`src/hw/vector_unit_consts.svh`:
```
// Data, address and FIFO size macros and command word field positions

`ifndef VECTOR_UNIT_CONSTS_SVH
`define VECTOR_UNIT_CONSTS_SVH

// ------------------------------
// Data path
// ------------------------------

// Width of one vector and of the bus data word
`define VU_DATA_WIDTH 32

// Number of requests the request FIFO holds by default
`define VU_FIFO_DEPTH 4

// ------------------------------
// Bus and command word
// ------------------------------

// Word address width of the register map
`define VU_ADDR_WIDTH 3

// Opcode sits in bits 2 to 0, element size in bit 3 and signedness in bit 4
`define VU_CMD_OP_LSB 0
`define VU_CMD_ESIZE_BIT 3
`define VU_CMD_SIGNED_BIT 4

`endif
```
`src/hw/vector_bus_pkg.sv`:
```
// Wishbone request and response structs and the register map

`include "vector_unit_consts.svh"

package vector_bus_pkg;

    // ------------------------------
    // Wishbone classic signals
    // ------------------------------

    // Master side, byte selects are not carried since every access is a full word
    typedef struct packed {
        logic                       cyc;
        logic                       stb;
        logic                       we;
        logic [`VU_ADDR_WIDTH-1:0]  adr;
        logic [`VU_DATA_WIDTH-1:0]  dat;
    } wb_req_t;

    // Slave side
    typedef struct packed {
        logic                       ack;
        logic [`VU_DATA_WIDTH-1:0]  dat;
    } wb_rsp_t;

    // Word addresses of the register map
    typedef enum logic [`VU_ADDR_WIDTH-1:0] {
        REG_OPERAND_A = 3'd0,
        REG_OPERAND_B = 3'd1,
        REG_COMMAND   = 3'd2,
        REG_RESULT    = 3'd3,
        REG_STATUS    = 3'd4
    } vu_reg_e;

endpackage : vector_bus_pkg

```
`src/hw/vector_unit_pkg.sv`:
```
// Vector, element size, compare operation and compare request types

`include "vector_unit_consts.svh"

package vector_unit_pkg;

    // ------------------------------
    // Vector views
    // ------------------------------

    // One 32 bit vector seen either as two halfwords or as four bytes
    typedef union packed {
        logic [1:0][(`VU_DATA_WIDTH/2)-1:0] vect2;
        logic [3:0][(`VU_DATA_WIDTH/4)-1:0] vect4;
    } vector_t;

    // Element size selects how the vector is split
    typedef enum logic {
        BIT8  = 1'b0,
        BIT16 = 1'b1
    } esize_t;

    // ------------------------------
    // Operations and requests
    // ------------------------------

    // Codes 5 to 7 are left undefined and behave like VEQ
    typedef enum logic [2:0] {
        VEQ     = 3'd0,
        VLS     = 3'd1,
        VLS_VEQ = 3'd2,
        VMIN    = 3'd3,
        VMAX    = 3'd4
    } vcomp_operation_t;

    // Everything one queued compare needs
    typedef struct packed {
        vector_t          operand_a;
        vector_t          operand_b;
        vcomp_operation_t operation;
        esize_t           element_size;
        logic             signed_op;
    } vcomp_req_t;

endpackage : vector_unit_pkg

```
`src/hw/vector_compare_top.sv`:
```
// Top level of the memory-mapped compare accelerator

`timescale 1ns/10ps

`include "vector_unit_consts.svh"

module vector_compare_top (
    input  logic                     clk_i,
    input  logic                     rst_n_i,
    input  vector_bus_pkg::wb_req_t  wb_req_i,
    output vector_bus_pkg::wb_rsp_t  wb_rsp_o
);

    import vector_unit_pkg::*;

    localparam int CNT_W = $clog2(`VU_FIFO_DEPTH + 1);

    // Front end to FIFO
    logic             push;
    vcomp_req_t       push_data;
    logic             full;
    logic [CNT_W-1:0] count;
    // FIFO to compare stage
    logic             pop;
    vcomp_req_t       pop_data;
    logic             empty;
    // Compare stage to front end
    vector_t          result;
    logic             result_valid;
    logic             result_take;

    // ------------------------------
    // Producer, buffer, consumer
    // ------------------------------

    vector_wb_frontend i_frontend (
        .clk_i          (clk_i),
        .rst_n_i        (rst_n_i),
        .wb_req_i       (wb_req_i),
        .wb_rsp_o       (wb_rsp_o),
        .push_o         (push),
        .push_data_o    (push_data),
        .full_i         (full),
        .count_i        (count),
        .result_i       (result),
        .result_valid_i (result_valid),
        .result_take_o  (result_take)
    );

    vector_request_fifo #(
        .DEPTH (`VU_FIFO_DEPTH)
    ) i_fifo (
        .clk_i       (clk_i),
        .rst_n_i     (rst_n_i),
        .push_i      (push),
        .push_data_i (push_data),
        .pop_i       (pop),
        .pop_data_o  (pop_data),
        .empty_o     (empty),
        .full_o      (full),
        .count_o     (count)
    );

    vector_compare_stage i_stage (
        .clk_i          (clk_i),
        .rst_n_i        (rst_n_i),
        .req_i          (pop_data),
        .empty_i        (empty),
        .pop_o          (pop),
        .result_o       (result),
        .result_valid_o (result_valid),
        .result_take_i  (result_take)
    );

endmodule : vector_compare_top

```
`src/hw/vector_compare_stage.sv`:
```
// Compare stage that pops requests and holds one result for the bus

`timescale 1ns/10ps

module vector_compare_stage (
    input  logic                         clk_i,
    input  logic                         rst_n_i,
    // FIFO head
    input  vector_unit_pkg::vcomp_req_t  req_i,
    input  logic                         empty_i,
    output logic                         pop_o,
    // Result slot
    output vector_unit_pkg::vector_t     result_o,
    output logic                         result_valid_o,
    input  logic                         result_take_i
);

    import vector_unit_pkg::*;

    vector_t unit_result;
    logic    unit_valid;
    vector_t result_q;
    logic    result_valid_q;

    // ------------------------------
    // Pop control
    // ------------------------------

    // The slot can accept a new result when empty or when it empties this cycle
    assign pop_o = ~empty_i & (~result_valid_q | result_take_i);

    // The FIFO head goes straight into the unit and valid marks a real pop
    vector_comparison_unit i_comparison_unit (
        .operand_A_i        (req_i.operand_a),
        .operand_B_i        (req_i.operand_b),
        .element_size_i     (req_i.element_size),
        .operation_i        (req_i.operation),
        .signed_operation_i (req_i.signed_op),
        .data_valid_i       (pop_o),
        .result_o           (unit_result),
        .data_valid_o       (unit_valid)
    );

    // ------------------------------
    // Result slot
    // ------------------------------

    always_ff @(posedge clk_i) begin
        if (unit_valid) begin
            result_q <= unit_result;
        end
    end

    // A new result wins over a take in the same cycle
    always_ff @(posedge clk_i) begin
        if (!rst_n_i) begin
            result_valid_q <= 1'b0;
        end else if (unit_valid) begin
            result_valid_q <= 1'b1;
        end else if (result_take_i) begin
            result_valid_q <= 1'b0;
        end
    end

    assign result_o       = result_q;
    assign result_valid_o = result_valid_q;

endmodule : vector_compare_stage

```
`src/hw/vector_request_fifo.sv`:
```
// Synchronous circular FIFO for compare requests

`timescale 1ns/10ps

module vector_request_fifo #(
    parameter int DEPTH = 4
) (
    input  logic                          clk_i,
    input  logic                          rst_n_i,
    // Write side
    input  logic                          push_i,
    input  vector_unit_pkg::vcomp_req_t   push_data_i,
    // Read side
    input  logic                          pop_i,
    output vector_unit_pkg::vcomp_req_t   pop_data_o,
    // Fill state
    output logic                          empty_o,
    output logic                          full_o,
    output logic [$clog2(DEPTH+1)-1:0]    count_o
);

    import vector_unit_pkg::*;

    localparam int PTR_W = (DEPTH > 1) ? $clog2(DEPTH) : 1;

    vcomp_req_t                 mem [DEPTH];
    logic [PTR_W-1:0]           wr_ptr_q;
    logic [PTR_W-1:0]           rd_ptr_q;
    logic [$clog2(DEPTH+1)-1:0] count_q;
    logic                       do_push;
    logic                       do_pop;

    // Requests past a full or empty boundary are dropped
    assign do_push = push_i & ~full_o;
    assign do_pop  = pop_i & ~empty_o;

    // ------------------------------
    // Storage
    // ------------------------------

    always_ff @(posedge clk_i) begin
        if (do_push) begin
            mem[wr_ptr_q] <= push_data_i;
        end
    end

    assign pop_data_o = mem[rd_ptr_q];

    // Pointers wrap at DEPTH so any depth works
    always_ff @(posedge clk_i) begin
        if (!rst_n_i) begin
            wr_ptr_q <= '0;
            rd_ptr_q <= '0;
            count_q  <= '0;
        end else begin
            if (do_push) begin
                wr_ptr_q <= (wr_ptr_q == PTR_W'(DEPTH - 1)) ? '0 : wr_ptr_q + 1'b1;
            end
            if (do_pop) begin
                rd_ptr_q <= (rd_ptr_q == PTR_W'(DEPTH - 1)) ? '0 : rd_ptr_q + 1'b1;
            end
            // Simultaneous push and pop leave the count alone
            if (do_push && !do_pop) begin
                count_q <= count_q + 1'b1;
            end else if (do_pop && !do_push) begin
                count_q <= count_q - 1'b1;
            end
        end
    end

    assign count_o = count_q;
    assign empty_o = (count_q == '0);
    assign full_o  = (count_q == ($clog2(DEPTH+1))'(DEPTH));

endmodule : vector_request_fifo

```
`src/hw/vector_wb_frontend.sv`:
```
// Wishbone classic slave with operand registers, command decode and status readout

`timescale 1ns/10ps

`include "vector_unit_consts.svh"

module vector_wb_frontend (
    input  logic                         clk_i,
    input  logic                         rst_n_i,
    // Wishbone classic slave port
    input  vector_bus_pkg::wb_req_t      wb_req_i,
    output vector_bus_pkg::wb_rsp_t      wb_rsp_o,
    // Request FIFO side
    output logic                         push_o,
    output vector_unit_pkg::vcomp_req_t  push_data_o,
    input  logic                         full_i,
    input  logic [2:0]                   count_i,
    // Result slot side
    input  vector_unit_pkg::vector_t     result_i,
    input  logic                         result_valid_i,
    output logic                         result_take_o
);

    import vector_unit_pkg::*;
    import vector_bus_pkg::*;

    typedef enum logic {
        IDLE,
        ACK
    } state_e;

    state_e                    state_q;
    state_e                    state_d;
    vu_reg_e                   reg_sel;
    logic                      access;
    logic                      cmd_write;
    logic                      ack;
    vector_t                   operand_a_q;
    vector_t                   operand_b_q;
    logic [`VU_DATA_WIDTH-1:0] status_word;
    logic [`VU_DATA_WIDTH-1:0] read_data;

    // ------------------------------
    // Bus handshake
    // ------------------------------

    assign reg_sel   = vu_reg_e'(wb_req_i.adr);
    assign access    = wb_req_i.cyc & wb_req_i.stb;
    assign cmd_write = access & wb_req_i.we & (reg_sel == REG_COMMAND);

    // A command write waits in IDLE until the FIFO has room
    always_comb begin
        state_d = state_q;
        case (state_q)
            IDLE: begin
                if (access && !(cmd_write && full_i)) begin
                    state_d = ACK;
                end
            end
            default: begin
                state_d = IDLE;
            end
        endcase
    end

    always_ff @(posedge clk_i) begin
        if (!rst_n_i) begin
            state_q <= IDLE;
        end else begin
            state_q <= state_d;
        end
    end

    // Ack is high for the single cycle spent in ACK
    assign ack = (state_q == ACK);

    // Operand writes land in the ack cycle
    always_ff @(posedge clk_i) begin
        if (!rst_n_i) begin
            operand_a_q <= '0;
            operand_b_q <= '0;
        end else if (ack && wb_req_i.we) begin
            if (reg_sel == REG_OPERAND_A) begin
                operand_a_q <= wb_req_i.dat;
            end
            if (reg_sel == REG_OPERAND_B) begin
                operand_b_q <= wb_req_i.dat;
            end
        end
    end

    // ------------------------------
    // Command decode and push
    // ------------------------------

    assign push_o = ack & cmd_write;

    always_comb begin
        push_data_o.operand_a    = operand_a_q;
        push_data_o.operand_b    = operand_b_q;
        push_data_o.operation    =
            vcomp_operation_t'(wb_req_i.dat[`VU_CMD_OP_LSB +: 3]);
        push_data_o.element_size = esize_t'(wb_req_i.dat[`VU_CMD_ESIZE_BIT]);
        push_data_o.signed_op    = wb_req_i.dat[`VU_CMD_SIGNED_BIT];
    end

    // ------------------------------
    // Readout
    // ------------------------------

    // Valid in bit 0, full in bit 1 and the FIFO count above them
    always_comb begin
        status_word      = '0;
        status_word[0]   = result_valid_i;
        status_word[1]   = full_i;
        status_word[4:2] = count_i;
    end

    always_comb begin
        case (reg_sel)
            REG_OPERAND_A: read_data = operand_a_q;
            REG_OPERAND_B: read_data = operand_b_q;
            REG_RESULT:    read_data = result_valid_i ? result_i : '0;
            REG_STATUS:    read_data = status_word;
            default:       read_data = '0;
        endcase
    end

    // A result read frees the slot only when it actually returned a result
    assign result_take_o = ack & ~wb_req_i.we & (reg_sel == REG_RESULT) & result_valid_i;

    always_comb begin
        wb_rsp_o.ack = ack;
        wb_rsp_o.dat = (ack && !wb_req_i.we) ? read_data : '0;
    end

endmodule : vector_wb_frontend

```
`src/hw/vector_comparison_unit.sv`:
```
// Combinational SIMD compare unit with equal, less, less or equal, minimum and maximum

`timescale 1ns/10ps

module vector_comparison_unit (
    // Operands
    input  vector_unit_pkg::vector_t          operand_A_i,
    input  vector_unit_pkg::vector_t          operand_B_i,
    // Element size and operation select
    input  vector_unit_pkg::esize_t           element_size_i,
    input  vector_unit_pkg::vcomp_operation_t operation_i,
    input  logic                              signed_operation_i,
    input  logic                              data_valid_i,
    // Result
    output vector_unit_pkg::vector_t          result_o,
    output logic                              data_valid_o
);

    import vector_unit_pkg::*;

    // Per element masks, each element all ones or all zeros
    vector_t eq_mask;
    vector_t lt_mask;
    vector_t gt_mask;

    // Extends an element to 17 bits so one signed compare covers both modes
    // A byte element sits in the low 8 bits of value
    function automatic logic [16:0] extend_elem(
        input logic [15:0] value,
        input esize_t      size,
        input logic        sgn
    );
        logic sign_bit;
        sign_bit = sgn & ((size == BIT16) ? value[15] : value[7]);
        if (size == BIT16) begin
            return {sign_bit, value};
        end
        return {{9{sign_bit}}, value[7:0]};
    endfunction

    // ------------------------------
    // Compare masks
    // ------------------------------

    always_comb begin : mask_logic
        logic [16:0] a_ext;
        logic [16:0] b_ext;
        eq_mask = '0;
        lt_mask = '0;
        gt_mask = '0;
        if (element_size_i == BIT16) begin
            for (int i = 0; i < 2; i++) begin
                a_ext = extend_elem(operand_A_i.vect2[i], BIT16, signed_operation_i);
                b_ext = extend_elem(operand_B_i.vect2[i], BIT16, signed_operation_i);
                eq_mask.vect2[i] = {16{a_ext == b_ext}};
                lt_mask.vect2[i] = {16{$signed(a_ext) < $signed(b_ext)}};
                gt_mask.vect2[i] = {16{$signed(a_ext) > $signed(b_ext)}};
            end
        end else begin
            for (int i = 0; i < 4; i++) begin
                a_ext = extend_elem({8'h00, operand_A_i.vect4[i]}, BIT8, signed_operation_i);
                b_ext = extend_elem({8'h00, operand_B_i.vect4[i]}, BIT8, signed_operation_i);
                eq_mask.vect4[i] = {8{a_ext == b_ext}};
                lt_mask.vect4[i] = {8{$signed(a_ext) < $signed(b_ext)}};
                gt_mask.vect4[i] = {8{$signed(a_ext) > $signed(b_ext)}};
            end
        end
    end : mask_logic

    // ------------------------------
    // Result select
    // ------------------------------

    // Masks are uniform per element, so a bitwise mux picks whole elements
    // for minimum and maximum at either element size
    always_comb begin : result_logic
        case (operation_i)
            VEQ: begin
                result_o = eq_mask;
            end
            VLS: begin
                result_o = lt_mask;
            end
            VLS_VEQ: begin
                result_o = lt_mask | eq_mask;
            end
            VMIN: begin
                // Equal elements fall through to operand B
                result_o = (operand_A_i & lt_mask) | (operand_B_i & ~lt_mask);
            end
            VMAX: begin
                result_o = (operand_A_i & gt_mask) | (operand_B_i & ~gt_mask);
            end
            default: begin
                // Undefined opcodes give the equal mask
                result_o = eq_mask;
            end
        endcase
    end : result_logic

    // Valid travels alongside the operands with no delay
    assign data_valid_o = data_valid_i;

endmodule : vector_comparison_unit

```
`config.mk`:
```
export PLATFORM = sky130hd
export DESIGN_NAME = vector_compare_top
export DESIGN_NICKNAME = d
export VERILOG_FILES = /design/src/hw/vector_bus_pkg.sv /design/src/hw/vector_unit_pkg.sv /design/src/hw/vector_compare_top.sv /design/src/hw/vector_compare_stage.sv /design/src/hw/vector_request_fifo.sv /design/src/hw/vector_wb_frontend.sv /design/src/hw/vector_comparison_unit.sv
export VERILOG_INCLUDE_DIRS = /design/src /design/src/hw
export SDC_FILE = /design/constraint.sdc
export NUM_CORES = 1
export LEC_CHECK = 0
export ABC_AREA = 1
export BUFFER_PORTS_ARGS = -buffer_cell sky130_fd_sc_hd__buf_4
export CORE_MARGIN = 1.5
export CORE_UTILIZATION = 40
export DETAILED_ROUTE_END_ITERATION = 10
export PLACE_DENSITY = 0.63
export SLEW_MARGIN = 10
export SYNTH_ARGS = -nofsm -noshare
export SYNTH_HDL_FRONTEND = slang
export SYNTH_HIERARCHICAL = 1
export SYNTH_SLANG_ARGS = --single-unit
```
`constraint.sdc`:
```
create_clock -name clk_i -period 9.45 [get_ports clk_i]
set_clock_uncertainty 0.2 [all_clocks]
set_input_delay 1.89 -clock clk_i [delete_from_list [all_inputs] [get_ports clk_i]]
set_output_delay 1.89 -clock clk_i [all_outputs]
set_load 0.02 [all_outputs]
```
==> results of run 1 <==
## routing by layer
| layer | vias up | global-route usage, % | part of all wire, % |
|---|---|---|---|
| met4 | 0 | 6.89 | 2.6 |
| met5 | - | 0 | 0 |
| met2 | 429 | 33.6 | 48 |
| met1 | 6967 | 26.4 | 44 |
| li1 | 6915 | - | - |
| met3 | 77 | 2.33 | 5.1 |
## Yosys cell counts (all sizes together)
master	instances	share of area (%)
a21boi	1	0.040
a21o	3	0.12
a21oi	26	0.89
and2	1	0.033
and3	1	0.033
buf	77	3.0
clkbuf	37	0.76
dfxtp	75	8.0
edfxtp	308	49
fa	1	0.11
ha	41	2.7
inv	250	5.0
nand2	390	8.0
nand3	236	6.7
nand3b	3	0.12
nand4	44	1.5
nor2	343	7.1
nor3	4	0.13
o21ai	148	4.0
o22ai	69	2.3
or2	4	0.13
## state kept, by name (all words and copies together) (netlist names), named ones only
signal,cells
i_fifo/mem,276
i_frontend/operand_a_q,32
i_frontend/operand_b_q,32
i_stage/result_o,32
i_fifo/count_o,3
i_fifo/rd_ptr_q,2
i_fifo/wr_ptr_q,2
i_frontend/ack,1
i_stage/result_valid_o,1
## logic make-up after synthesis
family          count (synthesis)
simple gates                 1026
flops                         383
buf+inv                       364
compound gates                247
fa+ha+maj                      42
## layout make-up
type / instances / area [um^2] / area share [%]
clock inverter: 23 / 236 / 1.14
timing repair buffer: 86 / 646 / 3.11
clock buffer: 49 / 1050 / 5.07
tap: 607 / 759 / 3.65
inverter: 250 / 941 / 4.53
sequential: 383 / 10800 / 51.7
multi-input combinational: 1315 / 6390 / 30.8
## worst min-delay path by stage
stage                               start                     end  cells past startpoint
3_5_place_dp           i_fifo/rd_ptr_q[1]                register                      4
6_report        i_frontend/operand_b_q[4]        i_fifo/mem[1][9]                      0
4_1_cts         i_frontend/operand_a_q[0]       i_fifo/mem[0][37]                      0
3_3_place_gp   i_frontend/operand_a_q[16]       i_fifo/mem[2][53]                      0
2_1_floorplan      i_stage/result_valid_o  i_stage/result_valid_o                      2
5_1_grt         i_frontend/operand_a_q[0]       i_fifo/mem[0][37]                      0
## worst max-delay path, cell delays in order
cell     delay (ns)
buf_4          0.48
nand2_2        0.14
nor2_4         0.81
nand2_1        0.13
nand3_1        0.13
nand2_1        0.06
inv_1          0.07
buf_4          0.13
## stage by stage
step                      utilization [%]  std cells  setup slack (ns)
after CTS                            44.8       2713              3.50
after detailed placement             42.1       2641              3.50
final                                44.8       2713              3.48
after global routing                 44.8       2713              3.32
after global placement               42.1       2641              3.55
after floorplan                         -       2062              3.20
## report_power, final
group	switching (W)	internal, W	leakage (nW)
registers	0.00000392	0.00180	3.45
clock network	0.000642	0.000907	0.635
logic	0.0000407	0.0000164	4.84
total	0.000687	0.00273	8.92
## placed cells by master (no fill, tap or decap), drive strengths merged
cell type and count:
nand2 390, nor2 343, edfxtp 308, inv 252, nand3 236, o21ai 148
buf 86, dfxtp 75, o22ai 69, clkbuf 49, nand4 44, ha 41
a21oi 26, clkinv 17, bufinv 4, nor3 4, or2 4, nand3b 3
a21o 3, fa 1, a21boi 1, and3 1, and2 1
==> results.cfg, run 1 <==
[logic_synthesis]
syn_nets = 2144
synth-compound-area-share_pct = 7.35
synth_top_family_by_area = simple AND/OR/NAND/NOR gates
synthSimpleGateAreaFrac_pct = 23.7
synth_cell_type_count = 41
synthAdderAreaFrac_pct = 2.84
ys_warn_count = 6
synthXorXnorAreaFrac_pct = 0
muxShareOfSynthArea_pct = 0
syn_avg_cell_area_um2 = 9.09
ys_seq_area_share_pct = 57.3
syn-instance-count = 2062
syn_area_mm2 = 0.0187
ys_seq_elements = 383

[timing]
timing.setup.tns_ns = 0
period_share_pct = 63.2
whs_ns = 0.331
fmax_ghz = 0.167
setup_viol = 0
grt_setup_unrepaired = no
slew_viol_final = 0
relSlewSlack_pct = 22.6
worst-slew-pin-transition_ns = 1.16
fin_crit_ns = 5.97
hold_violations = 0

[die]
ioPinCount = 73
fp.dieH_um = 220
dieArea_mm2 = 0.0482
coreArea_mm2 = 0.0464
start_util_pct = 40.4
rows = 79
die_x_um = 220

[critical_path]
r2r_end = i_stage/result_o[1]
cp-startpoint = wb_req_i[32]
cp.required_ns = 7.36
criticalPathCategory = input port to output pin
crit_arrival_ns = 3.88
rrSetupSlack_ns = 4.17
end_kind = output pin
ff2ff_path_depth = 13
cp_max_fo = 36
crit_end = wb_rsp_o[19]
worstSetupStartpointType = input port

[hold_path]
hp-class = register to register

[place]
port_buffers = 72
place_area_mm2 = 0.0195
gp_congestion = 0.847
hpwl_um = 28200

[clocking]
cts_root_buf = clkbuf_16
h-tree-depth = 2
path_clk_slew_ns = 0.06
cts.repair.resized = 0
cts_tree = done
cts_sinks = 383
cts_setup_buffers = 0
cts_hold_buf = 0
clk_latency_ns = 0.54
cts_buffers = 39
clk_path_buf_depth = 3

[detailed_routing]
post_drt_via_cell_ratio = 5.30
drt_iter0_drc = 1145
dr.pass1.iters = 5
post-route-drc-count = 0
wl_um = 47900
wire_per_inst_um = 17.7
vias = 14388
antenna_left = 0

[power]
power_density_mw_per_mm2 = 164
vdd_drop_max_mv = 0.122
p_leak_nw = 8.92
total_power_w = 0.00341

[final_layout]
layout.nets = 2157
final_area_mm2 = 0.0208
n_antenna_cell = 0
drive_gt1_share_pct = 9.26
area_growth_pct = 10.9
fillers = 4310

[global_route]
grt_start_max_net_pins = 87
antenna_found_initial = 1
grt_use_total_pct = 19.9
grt_pass1_wl_um = 74600
grt_pass1_vias = 13350
grt_overflow = 0

[job]
drv_cap = 0

[run_status]
status = complete, no violations
Power figures use the tool's default switching activity.
==> run 2, diff against run 1 <==
PLACE_DENSITY = 0.65   (was 0.63)
clock period = 5.3 ns   (was 9.45 ns; I/O delays follow)
==> results.cfg, run 2 (same netlist as run 1, synthesis figures left out) <==
[critical_path]
end_kind = output pin
worstSetupStartpointType = input port
cp.required_ns = 4.04
cp-startpoint = wb_req_i[32]
criticalPathCategory = input port to output pin
crit_arrival_ns = 2.97
cp_max_fo = 36

[detailed_routing]
post_drt_via_cell_ratio = 5.29
vias = 14429
wire_per_inst_um = 17.6
post-route-drc-count = 0
drt_iter0_drc = 1034
dr.pass1.iters = 9
antenna_left = 0
wl_um = 48000

[run_status]
status = complete, no violations

[clocking]
cts.repair.resized = 0
cts_tree = done
cts_sinks = 383
clk_path_buf_depth = 3
h-tree-depth = 2
cts_setup_buffers = 0
cts_root_buf = clkbuf_16
clk_latency_ns = 0.55
path_clk_slew_ns = 0.06
cts_buffers = 40
cts_hold_buf = 0

[timing]
fin_crit_ns = 4.23
fmax_ghz = 0.236
hold_violations = 0
worst-slew-pin-transition_ns = 1.23
slew_viol_final = 0
grt_setup_unrepaired = no
setup_slack_ns = 1.07
period_share_pct = 79.9
setup_viol = 0
relSlewSlack_pct = 18.0

[hold_path]
hp-class = register to register
min-delay-start = i_frontend/operand_b_q[5]

[die]
coreArea_mm2 = 0.0464
dieArea_mm2 = 0.0482
ioPinCount = 73
start_util_pct = 40.4
fp.dieH_um = 220
die_x_um = 220
rows = 79

[place]
hpwl_um = 29600
gp_congestion = 0.847
pre_cts_ws_ns = 0.960
place_area_mm2 = 0.0197
port_buffers = 72

[job]
drv_cap = 0

[final_layout]
final_area_mm2 = 0.0210
largest_register = i_fifo/mem
final_common_cell = nand2_1
n_antenna_cell = 0
final_cell_mix = 382 x nand2_1, 330 x nor2_1, 308 x edfxtp_1
largest_reg_flops = 276
area_growth_pct = 12.0
drive_gt1_share_pct = 9.94
fin_util_pct = 45.3
layout.nets = 2173

[global_route]
grt_pass1_wl_um = 75400
grt_pass1_vias = 13894
grt_overflow = 0
grt_use_total_pct = 20.0
grt_start_max_net_pins = 80
antenna_found_initial = 0

[power]
switching_share_pct = 20.6
intPower_w = 0.00481
power_density_mw_per_mm2 = 289
p_leak_nw = 9.02
p_switching_w = 0.00125
power_frac_comb_pct = 1.7
p_clk_share_pct = 45.2
power_frac_seq_pct = 53.2
vdd_drop_max_mv = 0.208
==> run 2: cell types whose count changed in the layout (fill, tap and decap cells not counted) <==
cell and change:
bufinv_16 -3, inv_4 +2, clkinv_4 -1, inv_6 -1, buf_12 +8, clkbuf_16 +3
clkinvlp_4 +2, inv_8 +1, buf_4 +7, clkinv_2 -2
==> run 2: worst paths after layout <==
check	endpoint	slack, ns	depth (start not counted)
worst max-delay path	wb_rsp_o[2]	1.07	8
worst min-delay path	i_fifo/mem[0][10]	0.32	0
worst max register to register	i_stage/result_o[22]	1.12	16
worst min register to register	i_fifo/mem[0][10]	0.32	0
==> run 2: routing by layer <==
| layer | up-vias | global-route usage (%) | routed length [um] |
|---|---|---|---|
| li1 | 6955 | - | - |
| met1 | 6961 | 25.3 | 20100 |
| met2 | 433 | 35.0 | 23900 |
| met3 | 80 | 2.69 | 2600 |
| met4 | 0 | 7.12 | 1410 |
| met5 | - | 0 | 0 |
==> run 2: final cells by class <==
type / instances / area (um^2)
tap: 607 / 759
clock inverter: 21 / 158
inverter: 250 / 941
sequential: 383 / 10800
timing repair buffer: 101 / 858
fill: 4294 / 25400
clock buffer: 52 / 1130
multi-input combinational: 1315 / 6390
==> run 2: worst max-delay path, stage by stage <==
cell and delay [ns]:
buf_4 0.46, nand2_2 0.14, nor2_4 0.75, nand2_1 0.13, nand2_1 0.11, nor2_1 0.04, nor2_1 0.11, buf_4 0.16
==> run 2: power groups by stage <==
stage	logic (W)	clock network (W)	registers, W
CTS	0.000101	0.00280	0.00322
global route	0.000110	0.00291	0.00322
global placement	0.0000990	0	0.00329
detailed placement	0.000101	0	0.00329
finish	0.000101	0.00274	0.00322
floorplan	0.0000578	0	0.00328
==> run 2: stage by stage <==
step / total power, W / hold WS [ns] / cells / TNS [ns]
finish: 0.00606 / 0.315 / 2729 / 0
global route: 0.00624 / 0.336 / 2729 / 0
CTS: 0.00612 / 0.308 / 2729 / 0
detailed placement: 0.00339 / 0.319 / 2656 / 0
global placement: 0.00338 / 0.306 / 2656 / 0
floorplan: 0.00334 / 0.253 / 2062 / -33.22
